===== config.mk =====
export PLATFORM = sky130hd
export DESIGN_NAME = zports_top
export DESIGN_NICKNAME = d
export VERILOG_FILES = /design/src/source/zx_reg_pkg.sv /design/src/source/zx_port_map_pkg.sv /design/src/source/zports_top.sv /design/src/source/av_regs.sv /design/src/source/xt_unlock.sv /design/src/source/mem_pager.sv /design/src/source/port_decode.sv /design/src/source/io_strobe.sv
export SDC_FILE = /design/constraint.sdc
export NUM_CORES = 1
export LEC_CHECK = 0
export ABC_AREA = 1
export ABC_CLOCK_PERIOD_IN_PS = 2200
export BUFFER_PORTS_ARGS = -buffer_cell sky130_fd_sc_hd__buf_4
export CAP_MARGIN = 40
export CORE_MARGIN = 4
export CORE_UTILIZATION = 46
export DETAILED_ROUTE_END_ITERATION = 16
export PLACE_DENSITY = 0.87
export SLEW_MARGIN = 20
export SYNTH_ARGS = -nofsm -noshare
export SYNTH_HDL_FRONTEND = slang
export SYNTH_SLANG_ARGS = --single-unit

===== constraint.sdc =====
create_clock -name zclk -period 2.2 [get_ports zclk]
set_input_delay 0.11 -clock zclk [delete_from_list [all_inputs] [get_ports zclk]]
set_output_delay 0.11 -clock zclk [all_outputs]
set_load 0.03 [all_outputs]

===== src/source/zx_reg_pkg.sv =====
`default_nettype none

package zx_reg_pkg;

	////////////////////////////////////////////////////////////////////////////
	// port xt unlock sequence
	typedef enum logic [1:0]
	{
		xt_idle = 2'd0, // waiting for the key
		xt_addr = 2'd1, // next byte is the register code
		xt_data = 2'd2  // next byte goes to the register
	} xt_state_t;

	// register codes behind #55FF
	typedef enum logic [7:0]
	{
		xt_border   = 8'h00,
		xt_vconfig  = 8'h08,
		xt_pal_addr = 8'h09,
		xt_pal_data = 8'h0A,
		xt_sf_addr  = 8'h0B,
		xt_sf_data  = 8'h0C
	} xt_reg_t;

	// register values after reset
	localparam logic [7:0] vcfg_reset = 8'h00;
	localparam logic [7:0] page_reset = 8'h00;
endpackage

`default_nettype wire


===== src/source/zx_port_map_pkg.sv =====
`default_nettype none

package zx_port_map_pkg;

	////////////////////////////////////////////////////////////////////////////
	// low address byte of the decoded ports
	localparam logic [7:0] port_fe     = 8'hFE; // keyboard, tape, border, beeper
	localparam logic [7:0] port_fd     = 8'hFD; // #7FFD paging
	localparam logic [7:0] port_f7     = 8'hF7; // #EFF7 paging
	localparam logic [7:0] port_xt_rd  = 8'hEF; // port xt readback
	localparam logic [7:0] port_kmouse = 8'hDF;
	localparam logic [7:0] port_kjoy   = 8'h1F; // kempston, shares #1F with sd1
	localparam logic [7:0] port_cvx1   = 8'hFB; // covox
	localparam logic [7:0] port_cvx2   = 8'hDD;
	localparam logic [7:0] port_sd0    = 8'h0F; // soundrive channels
	localparam logic [7:0] port_sd1    = 8'h1F;
	localparam logic [7:0] port_sd2    = 8'h4F;
	localparam logic [7:0] port_sd3    = 8'h5F;

	// port xt needs the whole address
	localparam logic [15:0] port_xt = 16'h55FF;

	// bit positions
	localparam int addr_a15   = 15;
	localparam int addr_a12   = 12;
	localparam int beeper_bit = 4; // din bit of #FE
endpackage

`default_nettype wire

===== src/source/zports_top.sv =====
`timescale 1ns/1ps
`default_nettype none

module zports_top
#(
	parameter logic [7:0] XT_KEY = 8'hAA
)
(
	input  wire         zclk,
	input  wire         rst_n,
	input  wire  [15:0] a,
	input  wire  [7:0]  din,
	input  wire         iorq_n,
	input  wire         rd_n,
	input  wire         wr_n,
	input  wire         dos,
	input  wire  [4:0]  keys_in,
	input  wire         tape_read,
	input  wire  [7:0]  mus_in,
	input  wire  [4:0]  kj_in,
	output logic        porthit,
	output logic        dataout,
	output logic [7:0]  dout,
	output logic [7:0]  p7ffd,
	output logic [7:0]  peff7,
	output logic [5:0]  pent1m_page,
	output logic        pent1m_rom,
	output logic        pent1m_1m_on,
	output logic        pent1m_ram0_0,
	output logic [5:0]  border,
	output logic [7:0]  psd0,
	output logic [7:0]  psd1,
	output logic [7:0]  psd2,
	output logic [7:0]  psd3,
	output logic [7:0]  vcfg,
	output logic [7:0]  sp_wa,
	output logic [5:0]  sp_wd,
	output logic        sp_ws,
	output logic [7:0]  sf_wa,
	output logic [7:0]  sf_wd,
	output logic        sf_ws
);

	import zx_reg_pkg::*;

	logic    port_wr;
	logic    port_rd;
	logic    xt_wr;
	xt_reg_t xt_addr;

	io_strobe u_strobe (.zclk, .rst_n, .iorq_n, .rd_n, .wr_n, .port_wr, .port_rd);

	port_decode u_decode (.a, .iorq_n, .rd_n, .dos, .keys_in, .tape_read, .mus_in,
		.kj_in, .xt_addr, .border, .porthit, .dataout, .dout);

	mem_pager u_pager (.zclk, .rst_n, .a, .din, .port_wr, .dos, .p7ffd, .peff7,
		.pent1m_page, .pent1m_rom, .pent1m_1m_on, .pent1m_ram0_0);

	xt_unlock #(.XT_KEY(XT_KEY)) u_xt (.zclk, .rst_n, .a, .din, .port_wr, .xt_addr, .xt_wr);

	av_regs u_av (.zclk, .rst_n, .a, .din, .port_wr, .dos, .xt_addr, .xt_wr, .border,
		.psd0, .psd1, .psd2, .psd3, .vcfg, .sp_wa, .sp_wd, .sp_ws, .sf_wa, .sf_wd, .sf_ws);

	// read strobe must land while the decoder still drives the bus
	a_rd_in_access: assert property (@(posedge zclk) disable iff (!rst_n)
		(port_rd && porthit) |-> dataout);

endmodule

`default_nettype wire


===== src/source/av_regs.sv =====
`timescale 1ns/1ps
`default_nettype none

module av_regs
(
	input  wire                    zclk,
	input  wire                    rst_n,
	input  wire  [15:0]            a,
	input  wire  [7:0]             din,
	input  wire                    port_wr,
	input  wire                    dos,
	input  wire zx_reg_pkg::xt_reg_t xt_addr,
	input  wire                    xt_wr,
	output logic [5:0]             border,
	output logic [7:0]             psd0,
	output logic [7:0]             psd1,
	output logic [7:0]             psd2,
	output logic [7:0]             psd3,
	output logic [7:0]             vcfg,
	output logic [7:0]             sp_wa,
	output logic [5:0]             sp_wd,
	output logic                   sp_ws,
	output logic [7:0]             sf_wa,
	output logic [7:0]             sf_wd,
	output logic                   sf_ws
);

	import zx_port_map_pkg::*;
	import zx_reg_pkg::*;

	logic [7:0] loa;
	logic       fe_wr;
	logic       cv_wr; // covox, all four channels
	logic       sd_wr; // soundrive, one channel
	logic [7:0] beep;

	assign loa   = a[7:0];
	assign fe_wr = port_wr && (loa == port_fe);
	assign cv_wr = port_wr && ((loa == port_cvx1) || (loa == port_cvx2));
	assign sd_wr = port_wr && !dos && ((loa == port_sd0) || (loa == port_sd1) ||
	                                   (loa == port_sd2) || (loa == port_sd3));
	assign beep  = {8{din[beeper_bit]}};

	////////////////////////////////////////////////////////////////////////////
	// border, dac and video config
	always_ff @(posedge zclk or negedge rst_n)
	begin
		if (!rst_n)
		begin
			border <= 6'd0;
			psd0   <= page_reset;
			psd1   <= page_reset;
			psd2   <= page_reset;
			psd3   <= page_reset;
			vcfg   <= vcfg_reset;
		end
		else
		begin
			if (fe_wr)
			begin
				border <= {din[1], 1'b0, din[2], 1'b0, din[0], 1'b0}; // grb into 6 bit colour
				{psd0, psd1, psd2, psd3} <= {4{beep}};
			end
			if (cv_wr)
				{psd0, psd1, psd2, psd3} <= {4{din}};
			if (sd_wr)
			begin
				case (loa)
					port_sd0: psd0 <= din;
					port_sd1: psd1 <= din;
					port_sd2: psd2 <= din;
					default:  psd3 <= din;
				endcase
			end
			if (xt_wr && (xt_addr == xt_border))
				border <= din[5:0];
			if (xt_wr && (xt_addr == xt_vconfig))
				vcfg <= din;
		end
	end

	// palette and sprite file write ports
	always_ff @(posedge zclk or negedge rst_n)
	begin
		if (!rst_n)
		begin
			sp_ws <= 1'b0;
			sf_ws <= 1'b0;
		end
		else
		begin
			sp_ws <= xt_wr && (xt_addr == xt_pal_data);
			sf_ws <= xt_wr && (xt_addr == xt_sf_data);
		end
	end

	always_ff @(posedge zclk)
	begin
		if (xt_wr)
		begin
			case (xt_addr)
				xt_pal_addr: sp_wa <= din;
				xt_pal_data: sp_wd <= din[5:0];
				xt_sf_addr:  sf_wa <= din;
				xt_sf_data:  sf_wd <= din;
				default:     ;
			endcase
		end
	end

endmodule

`default_nettype wire


===== src/source/xt_unlock.sv =====
`timescale 1ns/1ps
`default_nettype none

module xt_unlock
#(
	parameter logic [7:0] XT_KEY = 8'hAA
)
(
	input  wire                 zclk,
	input  wire                 rst_n,
	input  wire  [15:0]         a,
	input  wire  [7:0]          din,
	input  wire                 port_wr,
	output zx_reg_pkg::xt_reg_t xt_addr,
	output logic                xt_wr
);

	import zx_port_map_pkg::*;
	import zx_reg_pkg::*;

	xt_state_t xt_st;
	logic      xt_hit;

	assign xt_hit = port_wr && (a == port_xt);
	assign xt_wr  = xt_hit && (xt_st == xt_data); // data byte, same cycle as the strobe

	always_ff @(posedge zclk or negedge rst_n)
	begin
		if (!rst_n)
			xt_st <= xt_idle;
		else if (port_wr && !xt_hit)
			xt_st <= xt_idle; // any other port write drops the sequence
		else if (xt_hit)
		begin
			case (xt_st)
				xt_idle:             xt_st <= (din == XT_KEY) ? zx_reg_pkg::xt_addr : xt_idle;
				zx_reg_pkg::xt_addr: xt_st <= xt_data;
				default:             xt_st <= xt_idle;
			endcase
		end
	end

	// register code of the current sequence
	always_ff @(posedge zclk)
	begin
		if (xt_hit && (xt_st == zx_reg_pkg::xt_addr))
			xt_addr <= xt_reg_t'(din);
	end

	// a data byte always goes out with a latched register code
	a_xt_wr_code: assert property (@(posedge zclk) disable iff (!rst_n)
		xt_wr |-> !$isunknown(xt_addr));

endmodule

`default_nettype wire


===== src/source/mem_pager.sv =====
`timescale 1ns/1ps
`default_nettype none

module mem_pager
(
	input  wire         zclk,
	input  wire         rst_n,
	input  wire  [15:0] a,
	input  wire  [7:0]  din,
	input  wire         port_wr,
	input  wire         dos,
	output logic [7:0]  p7ffd,
	output logic [7:0]  peff7,
	output logic [5:0]  pent1m_page,
	output logic        pent1m_rom,
	output logic        pent1m_1m_on,
	output logic        pent1m_ram0_0
);

	import zx_port_map_pkg::*;

	logic [7:0] p7ffd_int; // 2..0 page, 3 screen, 4 rom, 5 lock48, 7..6 high page
	logic [7:0] peff7_int; // 2 blocks the 1 meg extension
	logic       block1m;
	logic       block7ffd;
	logic       fd_wr;
	logic       f7_wr;

	assign block1m   = peff7_int[2];
	assign block7ffd = p7ffd_int[5] & block1m; // 48k lock only in 128k mode
	assign fd_wr     = port_wr && (a[7:0] == port_fd) && !a[addr_a15] && !block7ffd;
	assign f7_wr     = port_wr && (a[7:0] == port_f7) && !a[addr_a12] && !dos;

	always_ff @(posedge zclk or negedge rst_n)
	begin
		if (!rst_n)
		begin
			p7ffd_int <= 8'h00;
			peff7_int <= 8'h00;
		end
		else
		begin
			if (fd_wr)
				p7ffd_int <= din;
			if (f7_wr)
				peff7_int <= din;
		end
	end

	// high page bits vanish with the extension off
	assign p7ffd = {(block1m ? 3'b000 : p7ffd_int[7:5]), p7ffd_int[4:0]};
	assign peff7 = block1m ? {peff7_int[7], 1'b0, peff7_int[5:4], 3'b000, peff7_int[0]}
	                       : peff7_int;

	assign pent1m_page   = {p7ffd_int[7:5], p7ffd_int[2:0]};
	assign pent1m_rom    = p7ffd_int[4];
	assign pent1m_1m_on  = ~peff7_int[2];
	assign pent1m_ram0_0 = peff7_int[3];

endmodule

`default_nettype wire


===== src/source/port_decode.sv =====
`timescale 1ns/1ps
`default_nettype none

module port_decode
(
	input  wire [15:0]             a,
	input  wire                    iorq_n,
	input  wire                    rd_n,
	input  wire                    dos,
	input  wire [4:0]              keys_in,
	input  wire                    tape_read,
	input  wire [7:0]              mus_in,
	input  wire [4:0]              kj_in,
	input  wire zx_reg_pkg::xt_reg_t xt_addr,
	input  wire [5:0]              border,
	output logic                   porthit,
	output logic                   dataout,
	output logic [7:0]             dout
);

	import zx_port_map_pkg::*;
	import zx_reg_pkg::*;

	logic [7:0] loa;
	logic       hit_any;  // ports seen in every mode
	logic       hit_norm; // ports hidden in dos mode

	assign loa = a[7:0];

	always_comb
	begin
		hit_any  = (loa == port_fe) || (loa == port_fd) || (loa == port_kmouse) ||
		           (loa == port_xt_rd) || (loa == port_cvx1) || (loa == port_cvx2);
		hit_norm = (loa == port_kjoy) || (loa == port_f7) || (loa == port_sd0) ||
		           (loa == port_sd2) || (loa == port_sd3);
		porthit  = hit_any | (hit_norm & ~dos);
	end

	// drive the z80 data bus only on a read of our own port
	assign dataout = porthit & ~iorq_n & ~rd_n;

	////////////////////////////////////////////////////////////////////////////
	// read multiplexer
	always_comb
	begin
		dout = 8'hFF; // unused bits float high on the real bus
		if (loa == port_fe)
			dout = {1'b1, tape_read, 1'b0, keys_in};
		else if (loa == port_kmouse)
			dout = mus_in;
		else if (loa == port_kjoy)
			dout = {3'b000, kj_in};
		else if ((loa == port_xt_rd) && (xt_addr == xt_border))
			dout = {2'b00, border}; // only the border is readable so far
	end

endmodule

`default_nettype wire


===== src/source/io_strobe.sv =====
`timescale 1ns/1ps
`default_nettype none

module io_strobe
(
	input  wire  zclk,
	input  wire  rst_n,
	input  wire  iorq_n,
	input  wire  rd_n,
	input  wire  wr_n,
	output logic port_wr,
	output logic port_rd
);

	logic iowr_reg; // bus write level, sampled
	logic iord_reg;
	logic iowr_dly; // one cycle older copy for edge detect
	logic iord_dly;

	always_ff @(posedge zclk or negedge rst_n)
	begin
		if (!rst_n)
		begin
			iowr_reg <= 1'b0;
			iord_reg <= 1'b0;
			iowr_dly <= 1'b0;
			iord_dly <= 1'b0;
			port_wr  <= 1'b0;
			port_rd  <= 1'b0;
		end
		else
		begin
			iowr_reg <= ~(iorq_n | wr_n);
			iord_reg <= ~(iorq_n | rd_n);
			iowr_dly <= iowr_reg;
			iord_dly <= iord_reg;
			port_wr  <= iowr_reg & ~iowr_dly; // rising edge of the sampled level
			port_rd  <= iord_reg & ~iord_dly;
		end
	end

	// a z80 cycle is either a read or a write
	a_wr_rd_excl: assert property (@(posedge zclk) disable iff (!rst_n)
		!(port_wr && port_rd));

endmodule

`default_nettype wire


==> implementation parameters, run 1 <==
Parameter                              Value

Outcome
  Status    finished clean

Setup path
  Largest fanout on the critical path    10
  Data required time of the critical path    2090 ps
  Arrival time reported for the critical path endpoint    1870 ps
  Worst R2R Setup Slack    300 ps
  Origin of the critical flop-to-flop path    u_strobe.port_wr
  Crit Path Class    flip-flop to primary output
  Library cell contributing the largest single delay on the critical path    sky130_fd_sc_hd__edfxtp_1
  Crit-path max cell delay    420 ps
  Critical Path, Cell by Cell    nor2_1 -> nand2_1 -> nor2_1 -> buf_4 -> nand2_1 -> o21ai_0 -> a21boi_0 -> buf_4
  End of the worst register-to-register path    u_av.sf_wd[2]
  Length in cells of the worst reg-to-reg path    7
  Crit path capture type    primary output
  Type of origin of the critical path    flip-flop

Clock tree
  Post-CTS repair timing setup buffer count    0
  Hold bufs inserted after CTS    3
  Clock buffers created by TritonCTS    9
  Clock tree from TritonCTS    done
  Post-CTS sizing    0
  Clock root buffer    sky130_fd_sc_hd__clkbuf_16
  Maximum level of the CTS H-tree    3
  Clock latency of the later-clocked register in the worst-skew pair    350 ps
  Deepest clock path buffer count    2
  Clock Pin Slew Worst Setup and Hold Paths    80 ps
  Clk sinks    107

Drt
  Total wire length    15050 um
  DRC errors left    0
  Via count    4812
  Violation count after the first detailed-routing iteration    372
  Highest layer used for signal routing    met4
  Wirelength per Cell    16.22 um
  Length of the first detailed-routing pass in iterations    6
  Remaining number of nets flagged by the antenna check after routing    0
  Detailed-routed wire length on met2    7330 um
  Met3 wirelength from detailed routing    1243 um
  Via count normalized by instance count    5.185
  WL met1    5963 um

Die
  Placeable core region    10940 um2
  I/O pin count    162
  Starting utilization of the core area    47.28%
  Area enclosed by the die boundary    13000 um2
  Die width    114.0 um
  Die Span Y    114.0 um
  Std cell rows    38

Pwr
  PwrDens    628.0 nW/um2
  Peak supply drop    0.3680 mV
  Net switching share of the total power    27.38%
  Reg power frac    49.8%
  Part of the total power dissipated in the clock network    38.7%
  Lkg Pwr    3.646 nW
  Share of total power in combinational logic    11.5%
  Power spent charging and discharging nets    1.179 mW
  Power Internal    3.126 mW

Synth
  Total number of yosys warnings    0
  Sequential share of the synthesized area    55.47%
  Syn nets    675
  Area of the mapped netlist    5170 um2
  Count of unique library cells instantiated by Yosys    33
  Post-synthesis instance total    626
  Number of register bits inferred by synthesis    107
  Mapped Avg Cell Area    8.259 um2

Timing
  Minimum setup slack in the final design    220.7 ps
  Number of hold violations in the final report    0
  Total Neg Setup Slack    0 ps
  Max Slew Vio Count    0
  Slew Limit Headroom    58.16%
  Part of the cycle the worst path needs    89.97%
  Unrepaired setup endpoints after global routing    false
  Number of failing setup endpoints in the final timing report    0
  Peak Freq    505.2 MHz
  Shortest period the worst path allows    1979 ps
  Least-Margin Pin Slew    624.2 ps
  Worst clock skew    9.335 ps

Layout
  Fin nets    832
  Finished Core Util    62.69%
  Most frequent standard cell in the layout excluding fill and tap cells    sky130_fd_sc_hd__nand2_1
  Fraction of final layout cells sized beyond drive strength 1    27.41%
  Diodes inserted    0
  Commonest cells after routing, fill and taps aside    sky130_fd_sc_hd__nand2_1, sky130_fd_sc_hd__buf_4, sky130_fd_sc_hd__nor2_1
  Fill cell instance count of the final layout    937
  Relative area change from synthesis to final layout    32.60%

Global routing
  Global-route usage over all layers    23.16%
  Via count of the first global-routing pass    4676
  Number of antenna violations at the first check in global routing    0
  Maximum number of pins on one net before global-route repair    41
  Wire length of the first global-routing pass    23780 um
  Residual overflow from global routing    0

Placement
  DPL Wire Length    10690 um
  Number of port buffers    160
  Placer's final routability congestion estimate    0.9095
  Worst slack at placement    332.2 ps

Hold path
  Cell depth of the worst hold path    1
  End point of the worst hold path    u_av.sp_wa[7]
  Launch instance of the worst min-delay path    din[7]
  Worst Hold Class    input pin to flip-flop

Job
  Max Cap Viol    0
==> cell type report <==
class | instances | area [um2] | area share, %
inverters | 53 | 198.9 | 2.902
clock buffers | 9 | 225.2 | 3.285
well taps | 140 | 175.2 | 2.555
flip-flops and latches | 107 | 2868 | 41.83
clock inverters | 7 | 91.34 | 1.332
repair buffers | 179 | 1364 | 19.89
multi-input cells | 433 | 1933 | 28.20
==> kinds of logic after synthesis <==
group | count (synthesis) | synth area share (%)
simple gates | 396 | 33.76
flops | 107 | 55.47
buf+inv | 86 | 7.139
compound gates | 36 | 3.558
other cells | 1 | 0.07253
==> power by group through the flow <==
stage	combinational [mW]	sequential, mW	clock [mW]
2_1_floorplan	0.155	2.27	0
3_3_place_gp	0.478	2.18	0
3_5_place_dp	0.491	2.19	0
4_1_cts	0.498	2.14	1.69
5_1_grt	0.541	2.15	1.78
6_report	0.494	2.14	1.67
==> cell usage after synthesis (all sizes together) <==
master,instances,area share (%)
a21oi,15,1.5
or2,2,0.24
and2,1,0.12
dfrtp,69,33
nor3,7,1.2
nand3,36,3.7
o21ai,19,1.8
nand3b,6,0.87
o22ai,1,0.12
a21boi,1,0.15
nor2,75,5.9
clkbuf,18,1.3
nand4,25,3.3
nand2,242,18
conb,1,0.073
inv,53,3.8
buf,15,2.0
edfxtp,38,22
nor4,2,0.53
==> worst max-delay path by stage <==
| stage | from | end | slack, ps | cells past startpoint |
|---|---|---|---|---|
| after floorplan | u_strobe.port_wr | u_av.sf_wd[0] | 90 | 6 |
| after global placement | a[2] | u_av.sp_wa[6] | 370 | 8 |
| after detailed placement | a[2] | u_av.sf_wd[2] | 330 | 8 |
| after CTS | u_xt.xt_addr[0] | dout[5] | 240 | 8 |
| after global routing | u_xt.xt_addr[0] | dout[5] | 50 | 8 |
| final | u_xt.xt_addr[0] | dout[5] | 220 | 8 |
==> metal layers <==
metal,GRT usage (%),vias to the layer above
met5,0,-
met2,38.29,222
met3,4.085,36
li1,-,2317
met4,9.818,0
met1,30.08,2237
==> through the flow <==
| stage | hold slack, ps | power, mW | std cells | area, um2 |
|---|---|---|---|---|
| after CTS | 95.96 | 4.330 | 928 | 6855 |
| final | 101.7 | 4.305 | 928 | 6855 |
| after global routing | 100.3 | 4.475 | 928 | 6855 |
| after detailed placement | 75.94 | 2.677 | 909 | 6509 |
| after global placement | 282.9 | 2.662 | 908 | 6489 |
| after floorplan | -185.6 | 2.430 | 626 | 5170 |
==> worst max-delay path, delay by kind of cell, from the launching register on <==
| family | cells | cell delay [ps] |
|---|---|---|
| and+or+nand+nor | 4 | 470 |
| DFF | 1 | 420 |
| buffers and inverters | 2 | 360 |
| AOI/OAI and AO/OA | 2 | 280 |
Power figures use the tool's default switching activity.
==> run 2: changes to the inputs <==
==> constraint.sdc (replaced) <==
create_clock -name zclk -period 2.2 [get_ports zclk]
set_input_delay 0.11 -clock zclk [delete_from_list [all_inputs] [get_ports zclk]]
set_output_delay 0.11 -clock zclk [all_outputs]
set_load 0.005 [all_outputs]
==> implementation parameters, run 2 (same netlist as run 1, synthesis figures left out) <==
Parameter                              Value

Outcome
  Status    finished clean (unchanged)

Setup path
  Category of cells accounting for the largest share of critical-path delay    simple AND/OR/NAND/NOR gates (unchanged)
  Length in cells of the worst reg-to-reg path    7 (unchanged)
  Crit path capture type    flip-flop (was primary output)
  CP most frequent cell    sky130_fd_sc_hd__nor3_1
  Arrival time reported for the critical path endpoint    2060 ps (was 1870 ps)
  Crit-path max cell delay    460 ps (was 420 ps)
  Crit Path Class    flip-flop to flip-flop (was flip-flop to primary output)
  Critical Path, Cell by Cell    inv_2 -> nor2_1 -> nand3_1 -> nor3_1 -> nand2_1 -> nor3_1 -> buf_4 (was nor2_1 -> nand2_1 -> nor2_1 -> buf_4 -> nand2_1 -> o21ai_0 -> a21boi_0 -> buf_4)
  Number of logic stages on the critical path including buffering    7 (was 8)
  Type of origin of the critical path    flip-flop (unchanged)
  Largest fanout on the critical path    7 (was 10)
  Data required time of the critical path    2250 ps (was 2090 ps)
  Library cell contributing the largest single delay on the critical path    sky130_fd_sc_hd__nor3_1 (was sky130_fd_sc_hd__edfxtp_1)
  CP Buf/Inv Count    2 (unchanged)

Clock tree
  Clock buffers created by TritonCTS    9 (unchanged)
  Post-CTS repair timing setup buffer count    0 (unchanged)
  Clock latency of the later-clocked register in the worst-skew pair    340 ps (was 350 ps)
  Deepest clock path buffer count    2 (unchanged)
  Clk sinks    107 (unchanged)
  Maximum level of the CTS H-tree    3 (unchanged)
  Clock root buffer    sky130_fd_sc_hd__clkbuf_16 (unchanged)
  Clock tree from TritonCTS    done (unchanged)
  Clock Pin Slew Worst Setup and Hold Paths    70 ps (was 80 ps)

Timing
  Unrepaired setup endpoints after global routing    false (unchanged)
  Shortest period the worst path allows    2006 ps (was 1979 ps)
  Worst clock skew    8.968 ps (was 9.335 ps)
  Number of hold violations in the final report    0 (unchanged)
  Number of failing setup endpoints in the final timing report    0 (unchanged)
  Least-Margin Pin Slew    600.3 ps (was 624.2 ps)
  Minimum setup slack in the final design    193.6 ps (was 220.7 ps)
  Max Slew Vio Count    0 (unchanged)
  Slew Limit Headroom    59.83% (was 58.16%)
  Peak Freq    498.4 MHz (was 505.2 MHz)
  Total Neg Setup Slack    0 ps (unchanged)
  Part of the cycle the worst path needs    91.20% (was 89.97%)

Placement
  DPL Wire Length    10680 um (was 10690 um)
  Placer's final routability congestion estimate    0.8993 (was 0.9095)
  Number of port buffers    160 (unchanged)
  Worst slack at placement    250.9 ps (was 332.2 ps)

Layout
  Most frequent standard cell in the layout excluding fill and tap cells    sky130_fd_sc_hd__nand2_1 (unchanged)
  Diodes inserted    0 (unchanged)
  Fill cell instance count of the final layout    922 (was 937)
  Multi-input gate area in the final layout    1936 um2 (was 1933 um2)
  Commonest cells after routing, fill and taps aside    sky130_fd_sc_hd__nand2_1, sky130_fd_sc_hd__buf_4, sky130_fd_sc_hd__nor2_1, sky130_fd_sc_hd__dfrtp_1, sky130_fd_sc_hd__inv_1 (was sky130_fd_sc_hd__nand2_1, sky130_fd_sc_hd__buf_4, sky130_fd_sc_hd__nor2_1)
  Sequential cell area in the final layout    2868 um2 (unchanged)
  Fin nets    831 (was 832)
  Relative area change from synthesis to final layout    31.99% (was 32.60%)
  Fraction of final layout cells sized beyond drive strength 1    27.32% (was 27.41%)

Pwr
  PwrDens    594.5 nW/um2 (was 628.0 nW/um2)
  Sum of internal, switching and leakage power    4.057 mW (was 4.305 mW)
  Peak supply drop    0.3565 mV (was 0.3680 mV)
  Lkg Pwr    3.626 nW (was 3.646 nW)

Hold path
  Cell depth of the worst hold path    1 (unchanged)
  Worst Hold Class    input pin to flip-flop (unchanged)

Die
  Starting utilization of the core area    47.28% (unchanged)
  I/O pin count    162 (unchanged)
  Die width    114.0 um (unchanged)
  Std cell rows    38 (unchanged)
  Area enclosed by the die boundary    13000 um2 (unchanged)
  Placeable core region    10940 um2 (unchanged)
  Die Span Y    114.0 um (unchanged)

Drt
  Length of the first detailed-routing pass in iterations    7 (was 6)
  Violation count after the first detailed-routing iteration    375 (was 372)
  Wirelength per Cell    16.23 um (was 16.22 um)
  Via count    4776 (was 4812)
  Total wire length    15040 um (was 15050 um)
  Remaining number of nets flagged by the antenna check after routing    0 (unchanged)
  Via count normalized by instance count    5.152 (was 5.185)
  DRC errors left    0 (unchanged)

Global routing
  Residual overflow from global routing    0 (unchanged)
  Wire length of the first global-routing pass    23430 um (was 23780 um)
  Via count of the first global-routing pass    4513 (was 4676)
  Number of antenna violations at the first check in global routing    0 (unchanged)
  Maximum number of pins on one net before global-route repair    44 (was 41)
  Global-route usage over all layers    22.63% (was 23.16%)

Job
  Max Cap Viol    0 (unchanged)
[run 2: worst paths after layout]
path                       slack [ps]           endpoint         startpoint
setup / recovery                  190      u_av.sp_wd[5]   u_strobe.port_wr
hold / removal                    120      u_av.sf_wa[7]             din[7]
setup reg to reg                  190      u_av.sp_wd[5]   u_strobe.port_wr
hold reg to reg                   390  u_strobe.iowr_dly  u_strobe.iowr_reg
max in group asynchronous        1410       u_av.psd1[6]              rst_n
min in group asynchronous         240       u_av.psd2[0]              rst_n
[run 2: metrics by stage]
| step | std cells | cell area [um2] | util, % | hold slack [ps] |
|---|---|---|---|---|
| final | 927 | 6824 | 62.40 | 121.8 |
| after global routing | 927 | 6824 | 62.40 | 121.2 |
| after CTS | 927 | 6822 | 62.38 | 112.1 |
| after detailed placement | 908 | 6514 | 59.57 | 58.40 |
| after global placement | 907 | 6494 | 59.38 | 282.8 |
| after floorplan | 626 | 5170 | - | -185.6 |
[run 2: worst register-to-register path, delay by kind of cell, from the launching register on]
kind,cells,cell delay [ps]
buffers and inverters,2,300
DFF,1,370
and+or+nand+nor,5,1060
[run 2: cell type report]
type                       instances  share of cell area, %
multi-input combinational        433                  28.36
sequential                       107                  42.02
clock inverter                     6                 0.7151
inverter                          53                  2.915
timing repair buffer             178                  20.06
clock buffer                      10                  3.355
tap                              140                  2.567
[run 2: where the power goes]
group | internal, mW | switching [mW]
Sequential | 2.11 | 0.0314
Clock | 0.784 | 0.738
Combinational | 0.179 | 0.212
Total | 3.07 | 0.982
[run 2: per-layer routing]
metal  track usage, %  routed length (um)
met3            4.987                1335
met4            7.680                 376
met2            38.29                7412
met5                0                   0
met1            28.82                5919
[run 2: repair_timing]
item                                    in CTS  in global routing
gates resized for setup                      0                  2
endpoints found under the hold margin       27                  0
endpoints found under the setup margin       0                  1
hold buffers                                 3                  0
